==> src/common/spi_pkg.sv <==
package spi_pkg;

    // --------------------------------------------------
    // Sizes and defaults
    // --------------------------------------------------
    localparam int DATA_W          = 8;   // Bits per transfer
    localparam int CLK_DIV_DEFAULT = 4;   // pllClk_i cycles per SCLK half period
    localparam int SYNC_STAGES     = 2;   // Slave input synchronizer depth

    // --------------------------------------------------
    // State encodings
    // --------------------------------------------------

    // Master transfer sequence
    typedef enum logic [1:0] {
        M_IDLE  = 2'd0,   // Waiting for req
        M_SETUP = 2'd1,   // Select low, first edge pending
        M_SHIFT = 2'd2,   // Clocking the bits
        M_DONE  = 2'd3    // Ack high until req drops
    } master_state_e;

    // Slave only knows whether select is active
    typedef enum logic {
        S_IDLE   = 1'b0,  // Select high
        S_ACTIVE = 1'b1   // Shifting
    } slave_state_e;

endpackage

==> src/common/spi_link_if.sv <==
// The four SPI wires between master and slave
interface spi_link_if;

    logic sclk;   // Serial clock, idles low (mode 0)
    logic mosi;   // Master out, slave in
    logic miso;   // Master in, slave out
    logic ss_n;   // Slave select, active low

    // Master drives clock, data out and select
    modport mst (
        output sclk,
        output mosi,
        output ss_n,
        input  miso
    );

    // Slave only drives its data line back
    modport slv (
        input  sclk,
        input  mosi,
        input  ss_n,
        output miso
    );

endinterface

==> src/spi_master/spi_master.sv <==
module spi_master #(
    parameter int CLK_DIV = spi_pkg::CLK_DIV_DEFAULT
) (
    input  logic                       pllClk_i,
    input  logic                       rst_n_i,
    input  logic                       send_req_i,   // Four-phase request
    output logic                       send_ack_o,   // Four-phase acknowledge
    input  logic [spi_pkg::DATA_W-1:0] tx_byte_i,    // Byte out on MOSI
    output logic [spi_pkg::DATA_W-1:0] rx_byte_o,    // Byte collected from MISO
    spi_link_if.mst                    link
);

    localparam int DW        = spi_pkg::DATA_W;
    localparam int CNT_W     = $clog2(CLK_DIV);
    localparam int HALF_LAST = 2 * DW;               // Half periods incl. trailing hold
    localparam int HALF_W    = $clog2(HALF_LAST + 1);

    spi_pkg::master_state_e state;

    logic [CNT_W-1:0]  div_cnt;     // Half period divider
    logic [HALF_W-1:0] half_cnt;    // Half periods done since first rise
    logic              tick;        // End of a half period
    logic              edge_en;     // SCLK toggles this cycle
    logic              rise_en;
    logic              fall_en;
    logic              sclk_q;
    logic              ss_n_q;
    logic [DW-1:0]     tx_sr;       // MSB goes out first
    logic [DW-1:0]     rx_sr;

    // --------------------------------------------------
    // Divider runs only while select is low
    // --------------------------------------------------
    assign tick = (div_cnt == CNT_W'(CLK_DIV - 1));

    always_ff @(posedge pllClk_i) begin
        if (!rst_n_i) begin
            div_cnt <= '0;
        end else if (state == spi_pkg::M_SETUP || state == spi_pkg::M_SHIFT) begin
            div_cnt <= tick ? '0 : div_cnt + 1'b1;
        end else begin
            div_cnt <= '0;   // Restart aligned to select fall
        end
    end

    // First edge comes from SETUP and the last tick of SHIFT is the trailing hold
    assign edge_en = tick && ((state == spi_pkg::M_SETUP) ||
                              (state == spi_pkg::M_SHIFT && half_cnt != HALF_W'(HALF_LAST)));
    assign rise_en = edge_en && !sclk_q;
    assign fall_en = edge_en && sclk_q;

    // --------------------------------------------------
    // Transfer FSM
    // --------------------------------------------------
    always_ff @(posedge pllClk_i) begin
        if (!rst_n_i) begin
            state      <= spi_pkg::M_IDLE;
            half_cnt   <= '0;
            sclk_q     <= 1'b0;
            ss_n_q     <= 1'b1;
            send_ack_o <= 1'b0;
            rx_byte_o  <= '0;
        end else begin
            case (state)
                spi_pkg::M_IDLE: begin
                    if (send_req_i) begin
                        ss_n_q <= 1'b0;              // Select falls now
                        state  <= spi_pkg::M_SETUP;
                    end
                end
                spi_pkg::M_SETUP: begin
                    if (tick) begin
                        sclk_q   <= 1'b1;            // Rise for bit 7
                        half_cnt <= HALF_W'(1);
                        state    <= spi_pkg::M_SHIFT;
                    end
                end
                spi_pkg::M_SHIFT: begin
                    if (edge_en) begin
                        sclk_q   <= ~sclk_q;
                        half_cnt <= half_cnt + 1'b1;
                    end else if (tick) begin
                        // SCLK low for N cycles then close the frame
                        ss_n_q     <= 1'b1;
                        send_ack_o <= 1'b1;
                        rx_byte_o  <= rx_sr;
                        state      <= spi_pkg::M_DONE;
                    end
                end
                spi_pkg::M_DONE: begin
                    if (!send_req_i) begin
                        send_ack_o <= 1'b0;          // One cycle after req drops
                        state      <= spi_pkg::M_IDLE;
                    end
                end
                default: state <= spi_pkg::M_IDLE;
            endcase
        end
    end

    // --------------------------------------------------
    // Shift registers
    // --------------------------------------------------
    always_ff @(posedge pllClk_i) begin
        if (state == spi_pkg::M_IDLE && send_req_i) begin
            tx_sr <= tx_byte_i;                      // Capture at start
        end else if (fall_en) begin
            tx_sr <= {tx_sr[DW-2:0], 1'b0};          // Next bit on falling edge
        end
        if (rise_en) begin
            rx_sr <= {rx_sr[DW-2:0], link.miso};     // Mode 0 sample on rise
        end
    end

    assign link.sclk = sclk_q;
    assign link.ss_n = ss_n_q;
    assign link.mosi = tx_sr[DW-1];

    // --------------------------------------------------
    // Assertions
    // --------------------------------------------------

    // Slave needs SYNC_STAGES+1 cycles to see an edge and answer
    a_clk_div_min: assert property (@(posedge pllClk_i)
        CLK_DIV >= spi_pkg::SYNC_STAGES + 2);

    a_ack_needs_req: assert property (@(posedge pllClk_i) disable iff (!rst_n_i)
        $rose(send_ack_o) |-> $past(send_req_i));

    // Select low throughout SHIFT and whenever SCLK is high
    a_ss_low_in_shift: assert property (@(posedge pllClk_i) disable iff (!rst_n_i)
        (state == spi_pkg::M_SHIFT || sclk_q) |-> !link.ss_n);

endmodule

==> src/spi_slave/spi_slave.sv <==
module spi_slave (
    input  logic                       pllClk_i,
    input  logic                       rst_n_i,
    input  logic [spi_pkg::DATA_W-1:0] tx_byte_i,   // Byte returned on MISO
    output logic [spi_pkg::DATA_W-1:0] rx_byte_o,   // Byte collected from MOSI
    spi_link_if.slv                    link
);

    localparam int DW    = spi_pkg::DATA_W;
    localparam int SYNC  = spi_pkg::SYNC_STAGES;
    localparam int CNT_W = $clog2(DW + 1);

    spi_pkg::slave_state_e state;

    logic [SYNC-1:0]  sclk_sync;   // SCLK treated as foreign
    logic [SYNC-1:0]  ss_sync;
    logic             sclk_s;
    logic             ss_s;
    logic             sclk_d;      // Previous synced value
    logic             ss_d;
    logic             sclk_rise;
    logic             sclk_fall;
    logic             ss_rise;
    logic             ss_fall;
    logic [CNT_W-1:0] rise_cnt;    // Rising edges in this frame
    logic [DW-1:0]    tx_sr;
    logic [DW-1:0]    rx_sr;

    // --------------------------------------------------
    // Input synchronizers and edge detect
    // --------------------------------------------------
    always_ff @(posedge pllClk_i) begin
        if (!rst_n_i) begin
            sclk_sync <= '0;         // SCLK idles low
            ss_sync   <= '1;         // Select idles high
            sclk_d    <= 1'b0;
            ss_d      <= 1'b1;
        end else begin
            sclk_sync <= {sclk_sync[SYNC-2:0], link.sclk};
            ss_sync   <= {ss_sync[SYNC-2:0], link.ss_n};
            sclk_d    <= sclk_s;
            ss_d      <= ss_s;
        end
    end

    assign sclk_s    = sclk_sync[SYNC-1];
    assign ss_s      = ss_sync[SYNC-1];
    assign sclk_rise = sclk_s & ~sclk_d;
    assign sclk_fall = ~sclk_s & sclk_d;
    assign ss_rise   = ss_s & ~ss_d;
    assign ss_fall   = ~ss_s & ss_d;

    // --------------------------------------------------
    // Frame control
    // --------------------------------------------------
    always_ff @(posedge pllClk_i) begin
        if (!rst_n_i) begin
            state     <= spi_pkg::S_IDLE;
            rise_cnt  <= '0;
            rx_byte_o <= '0;
        end else begin
            case (state)
                spi_pkg::S_IDLE: begin
                    if (ss_fall) begin
                        rise_cnt <= '0;
                        state    <= spi_pkg::S_ACTIVE;
                    end
                end
                spi_pkg::S_ACTIVE: begin
                    if (ss_rise) begin
                        rx_byte_o <= rx_sr;              // Publish on deselect
                        state     <= spi_pkg::S_IDLE;
                    end else if (sclk_rise) begin
                        rise_cnt <= rise_cnt + 1'b1;
                    end
                end
                default: state <= spi_pkg::S_IDLE;
            endcase
        end
    end

    // --------------------------------------------------
    // Shift registers
    // --------------------------------------------------
    // MOSI is still stable here, the master only moves it on falls
    always_ff @(posedge pllClk_i) begin
        if (state == spi_pkg::S_IDLE && ss_fall) begin
            tx_sr <= tx_byte_i;                          // MSB on MISO right away
        end else if (state == spi_pkg::S_ACTIVE && sclk_fall) begin
            tx_sr <= {tx_sr[DW-2:0], 1'b0};
        end
        if (state == spi_pkg::S_ACTIVE && sclk_rise) begin
            rx_sr <= {rx_sr[DW-2:0], link.mosi};
        end
    end

    assign link.miso = tx_sr[DW-1];

    // Whole frame must carry one word, no more and no less
    a_full_word: assert property (@(posedge pllClk_i) disable iff (!rst_n_i)
        (state == spi_pkg::S_ACTIVE && ss_rise) |-> (rise_cnt == CNT_W'(DW)));

endmodule

==> src/design/spi_loop_top.sv <==
module spi_loop_top #(
    parameter int CLK_DIV = spi_pkg::CLK_DIV_DEFAULT
) (
    input  logic                       pllClk_i,
    input  logic                       rst_n_i,

    // Four-phase start of a transfer
    input  logic                       send_req_i,
    output logic                       send_ack_o,

    // Payload in both directions
    input  logic [spi_pkg::DATA_W-1:0] byte_to_slave_i,     // Master sends this
    input  logic [spi_pkg::DATA_W-1:0] byte_to_master_i,    // Slave sends this
    output logic [spi_pkg::DATA_W-1:0] byte_from_slave_o,   // Master received
    output logic [spi_pkg::DATA_W-1:0] byte_from_master_o   // Slave received
);

    // --------------------------------------------------
    // SPI wires between the two ends
    // --------------------------------------------------
    spi_link_if link ();

    spi_master #(
        .CLK_DIV    (CLK_DIV)
    ) u_master (
        .pllClk_i   (pllClk_i),
        .rst_n_i    (rst_n_i),
        .send_req_i (send_req_i),
        .send_ack_o (send_ack_o),
        .tx_byte_i  (byte_to_slave_i),
        .rx_byte_o  (byte_from_slave_o),
        .link       (link.mst)
    );

    // Same clock, inputs resynchronized inside
    spi_slave u_slave (
        .pllClk_i   (pllClk_i),
        .rst_n_i    (rst_n_i),
        .tx_byte_i  (byte_to_master_i),
        .rx_byte_o  (byte_from_master_o),
        .link       (link.slv)
    );

endmodule

==> config.mk <==
export PLATFORM = sky130hd
export DESIGN_NAME = spi_loop_top
export DESIGN_NICKNAME = d
export VERILOG_FILES = /design/src/common/spi_pkg.sv /design/src/common/spi_link_if.sv /design/src/spi_master/spi_master.sv /design/src/spi_slave/spi_slave.sv /design/src/design/spi_loop_top.sv
export SDC_FILE = /design/constraint.sdc
export NUM_CORES = 1
export LEC_CHECK = 0
export ABC_AREA = 1
export BUFFER_PORTS_ARGS = -buffer_cell sky130_fd_sc_hd__buf_2
export CAP_MARGIN = 20
export CORE_ASPECT_RATIO = 1.5
export CORE_MARGIN = 2
export CORE_UTILIZATION = 23
export CTS_CLUSTER_SIZE = 20
export DETAILED_ROUTE_END_ITERATION = 7
export HOLD_SLACK_MARGIN = 0.05
export SLEW_MARGIN = 20
export SYNTH_ARGS = -nofsm -noshare
export SYNTH_HDL_FRONTEND = slang
export SYNTH_SLANG_ARGS = --single-unit
==> constraint.sdc <==
create_clock -name pllClk_i -period 2.1 [get_ports pllClk_i]
set_input_delay 0.105 -clock pllClk_i [delete_from_list [all_inputs] [get_ports pllClk_i]]
set_output_delay 0.105 -clock pllClk_i [all_outputs]
set_load 0.05 [all_outputs]
### After elaboration in Yosys (flattened, before gate mapping)

Index checks and enable logic that the tools add are counted.

* register bits: 67
* output and inout bits: 17
* memory bits (writable): 0
* bits in read-only memories: 0
* input bits: 19
* logic and storage cells: 91
* latch bits: 0
* memories kept: 0

* div/mod/pow operators: 0
* $lt $le $gt $ge: 0
* reductions and logical operators: 24
* equal/unequal tests: 11
* $mul: 0
* shift-type cells: 0
* add/sub/neg operators: 2
* bitwise operators: 13
* multiplexer cells: 24

Operator list (number)
* $mux W8: 4
* $mux W2: 5
* $mux W5: 2
* $pmux W5 S2: 1
* $reduce_bool A2 Y1: 5
* $not A1 Y1: 9
* $logic_and A1 B1 Y1: 8
* $pmux W1 S2: 4
* $pmux W2 S4: 1
* $reduce_and A4 Y1: 2
* $mux W1: 7
* $eq A2 B2 Y1 const B: 3
* $ne A2 B1 Y1 const B: 3
* $ne A2 B2 Y1 const B: 3
* $reduce_and A3 Y1: 2
* $add A5 B1 Y5 const B: 1
* $ne A5 B5 Y1 const B: 1
* $reduce_and A5 Y1: 1
* $and A1 B1 Y1: 4
* $reduce_or A3 Y1: 1
* $add A2 B1 Y2 const B: 1
* $eq A2 B1 Y1 const B: 1
* $logic_not A2 Y1: 1
* $logic_or A1 B1 Y1: 2
* other kinds (2): 2

### Longest topological paths before layout

* word-level depth: 7
* depth in mapped cells: 12

### Cells and area by module

From an unflattened synthesis, not the netlist that was laid out.

* cells, all modules: 270
* area, all modules: 2762.6 um^2

By module, submodules not included
* spi_master: area each 1557.7 um^2, instances 1, cells an instance 152
* spi_slave: area each 1204.9 um^2, instances 1, cells an instance 118

### Worst setup path before layout

No wires, ideal clock.

* path type: reg2reg
* start point: reg u_master.half_cnt[0]
* end point: reg u_master.tx_sr[0], enable pin
* period minus slack after synthesis: 1.988 ns
* arrival time: 1.604 ns
* cell stages (with the launch flop): 10
* path slack: 0.112 ns
* data required time: 1.716 ns
* library setup time: 0.384 ns
* path buffers: 0
* cells stage by stage: dfxtp_1 -> inv_1 -> ha_1 -> nand2_1 -> inv_1 -> nand2_1 -> nand2_1 -> nand2_1 -> nand2_2 -> o21ai_0

* word-level cells in the longest chain between the ends: 6

RTL lines
* start, declared: line spi_master.sv:21 `logic [HALF_W-1:0] half_cnt;`
* start signal, assigned: line spi_master.sv:81 `half_cnt <= half_cnt + 1'b1;`
* $ne A5 B5 Y1: line spi_master.sv:48 `(state == spi_pkg::M_SHIFT && half_cnt != HALF_W'(HALF_LAST)));`
* $logic_and A1 B1 Y1: line spi_master.sv:48
* $logic_or A1 B1 Y1: line spi_master.sv:47 `assign edge_en = tick && ((state == spi_pkg::M_SETUP) ||`
* $logic_and A1 B1 Y1: line spi_master.sv:47
* $logic_and A1 B1 Y1: line spi_master.sv:50 `assign fall_en = edge_en && sclk_q;`
* $reduce_bool A2 Y1 (no source line)
* end signal, assigned: line spi_master.sv:106 `tx_sr <= tx_byte_i;`
* end signal, assigned: line spi_master.sv:108 `tx_sr <= {tx_sr[DW-2:0], 1'b0};`
* end, declared: line spi_master.sv:28 `logic [DW-1:0] tx_sr;`

No other way between the ends.
A chain may end at the register's enable or synchronous reset.

### Final worst setup path

* start point: reg u_master.half_cnt[0]
* end point: reg u_master.tx_sr[1], enable pin

Same word-level chain as after synthesis.

==> impl_metrics.tcl <==
set metrics [dict create \
    fin_crit_sh_pct 80.5 \
    syn_area_per_cell_um2 10.8 \
    synth_top_cell_by_area "edfxtp_1" \
    cts_buffers 9 \
    rows 48 \
    grt_overflow 0 \
    post-route-min-period_ns 1.69 \
    coreArea_um2 11500 \
    cts_tree "yes" \
    cts.htree.levels 3 \
    post_dp_cell_area_um2 3080 \
    synthCells 249 \
    layout_common_cells "53 x nand2_1, 35 x buf_2, 35 x dfxtp_1, 32 x edfxtp_1, 24 x a21oi_1" \
    hold_end "u_master.tx_sr[5]" \
    antenna_left 0 \
    utilization_pct 29.3 \
    ys_ff_latch 67 \
    synth_top_family_by_area "simple AND/OR/NAND/NOR gates" \
    hold_buffers 0 \
    synth-xor-area-share_pct 0.651 \
    die_y_um 136 \
    grt_pass1_wl_mm 8.36 \
    hold_viol_final 0 \
    slowest_delay_ns 0.37 \
    synth_area_leaders "edfxtp_1 36%, dfxtp_1 26%, nand2_1 7.4%" \
    timing.final.max_slew_violations 0 \
    die-width_um 92.3 \
    relSlewSlack_pct 69.3 \
    synth_compound_area_share_pct 6.47 \
    grt_antenna_before_repair 0 \
    dr.pass1.iters 4 \
    syn_nets 275 \
    cpMaxStageDelayCell "dfxtp_1" \
    skew_ns 0.00602 \
    max_slew.worst_pin.slew_ns 0.460 \
    crit_top_cell "nand2_1" \
    rr_startpoint "u_master.half_cnt[0]" \
    antenna_cells 0 \
    hold_depth 2 \
    worst_setup_path_end_kind "flip-flop" \
    critical_path_class "flip-flop to flip-flop" \
    grt_pass1_vias 1786 \
    rsz0062_at_grt "no" \
    cp_data_required_time_ns 2.13 \
    ys_warn_count 0 \
    syn_area_um2 2690 \
    cp_max_fo 8 \
    grt_max_degree 15 \
    p_leak_nw 1.33 \
    synth_cell_types 26 \
    fin_nets 322 \
    start_util_pct 23.5 \
    totalPowerFinal_mw 3.78 \
    status "finished, final reports clean" \
    cts-root-buf "clkbuf_16" \
    finalSetupViolations 0 \
    vdd_ir_drop_max_uv 454 \
    synth-seq-area-share_pct 61.8 \
    synth-simple-area-share_pct 18.1 \
    cts_post_setup_buffers_inserted 0 \
    post_cts_resized 0 \
    track_usage_pct 8.59 \
    wl_mm 4.99 \
    critical_path.cell_chain "inv_1 > ha_1 > nand2_1 > inv_1 > nand2_1 > nand2_1 > nand2_1 > nand2_2 > o21ai_0 > buf_4" \
    min-delay-start "byte_to_slave_i[5]" \
    dieArea_um2 12600 \
    stdcell_area_um2 3360 \
    viasPerCell 3.97 \
    fmax_mhz 592 \
    startpoint_type "flip-flop" \
    cp.arrival_ns 1.72 \
    p_per_area_nw_per_um2 1130 \
    drv_cap 0 \
    area_growth_pct 24.8 \
    path_clk_slew_ns 0.05 \
    place_hpwl_mm 3.64 \
    final.setup.tns_ns 0 \
    final_common_cell "nand2_1" \
    route.vias.total 1789 \
    avgRoutedWirePerCell_um 11.1 \
    synth_top_area_share_pct 35.7 \
    drtIter0Drc 68 \
    drc 0 \
    rrSetupSlack_ns 0.41 \
    port_buffers 35 \
    dp_cells 435 \
    clkSinkCount 67 \
    clock_latency_ns 0.32 \
    top_level_ports 36 \
    worst_r2r_path_depth 10 \
    synth_mux_area_share_pct 5.86 \
    hold_class "primary input to flip-flop" \
    cts_max_path_buffers 2 \
    reg2reg_to "u_master.tx_sr[1]" \
    stdcell_count 451 \
    globalplace.congestion 0.737 \
    synth_fa_ha_area_share_pct 3.26 \
    drive_gt1_share_pct 28.6 \
]
==> logic make-up after synthesis <==
logic type,Yosys count
and+or+nand+nor,100
DFF,67
AOI/OAI and AO/OA,32
buffers and inverters,27
muxes,14
adders and majority gates,7
xor gates and xnor gates,2
==> state kept, by name (all words and copies together) (netlist names), 5 cells and up <==
signal	count
u_master.half_cnt	5
u_master.rx_byte_o	8
u_master.rx_sr	8
u_master.tx_sr	8
u_slave.rx_byte_o	8
u_slave.rx_sr	8
u_slave.tx_sr	8
==> critical path: cells and delay by family, from the launching register on <==
kind,cells,cell delay [ns]
AOI/OAI and AO/OA,1,0.18
adders and majority gates,1,0.19
buffers and inverters,3,0.30
DFF,1,0.37
and+or+nand+nor,5,0.35
==> where the power goes <==
part	switching, mW	internal (mW)	leakage (nW)
logic	0.471	0.297	0.617
clock network	0.518	0.864	0.131
registers	0.0729	1.56	0.578
total	1.06	2.72	1.33
==> stage by stage <==
| stage | setup WS, ns | hold WS [ns] |
|---|---|---|
| 2_1_floorplan | 0.112 | 0.289 |
| 5_1_grt | 0.247 | 0.0745 |
| 6_report | 0.410 | 0.0813 |
| 3_5_place_dp | 0.410 | 0.407 |
| 4_1_cts | 0.392 | 0.0676 |
| 3_3_place_gp | 0.437 | 0.394 |
==> worst max path at each step <==
| stage | slack (ns) | to | cells after the start | from |
|---|---|---|---|---|
| finish | 0.41 | u_master.tx_sr[1] | 10 | u_master.half_cnt[0] |
| global route | 0.25 | u_master.tx_sr[1] | 10 | u_master.half_cnt[0] |
| detailed placement | 0.41 | u_master.tx_sr[1] | 10 | u_master.half_cnt[0] |
| CTS | 0.39 | u_master.tx_sr[1] | 10 | u_master.half_cnt[0] |
| global placement | 0.44 | u_master.tx_sr[0] | 10 | u_master.half_cnt[0] |
| floorplan | 0.11 | u_master.tx_sr[0] | 9 | u_master.half_cnt[0] |
==> metal layers <==
metal	routed length, µm	GRT usage, %	up-vias
met1	2270	10.0	809
met5	0	0	-
met3	237	3.38	9
li1	-	-	935
met4	114	4.81	0
met2	2370	13.4	36
==> cells in the mapped netlist <==
cell	count
a21oi_1	24
a21oi_2	3
buf_1	1
buf_4	1
clkbuf_1	3
dfxtp_1	35
edfxtp_1	32
ha_1	7
inv_1	21
inv_2	1
mux2_2	14
nand2_1	53
nand2_2	2
nand2_4	3
nand3_1	18
nand3_2	1
nand4_4	1
nor2_1	14
nor2_2	2
nor2_4	1
nor2_8	1
nor3_1	1
o21ai_0	4
o31ai_1	1
or2_2	3
xor2_1	2
==> area by class of cell <==
type                       count  area [µm²]
inverter                      22        82.6
multi-input combinational    155         923
sequential                    67        1660
clock buffer                  12         258
clock inverter                 4        23.8
timing repair buffer          41         220
tap                          150         188
fill                        1218        8110
No activity file was read; power rests on OpenSTA's default activity.
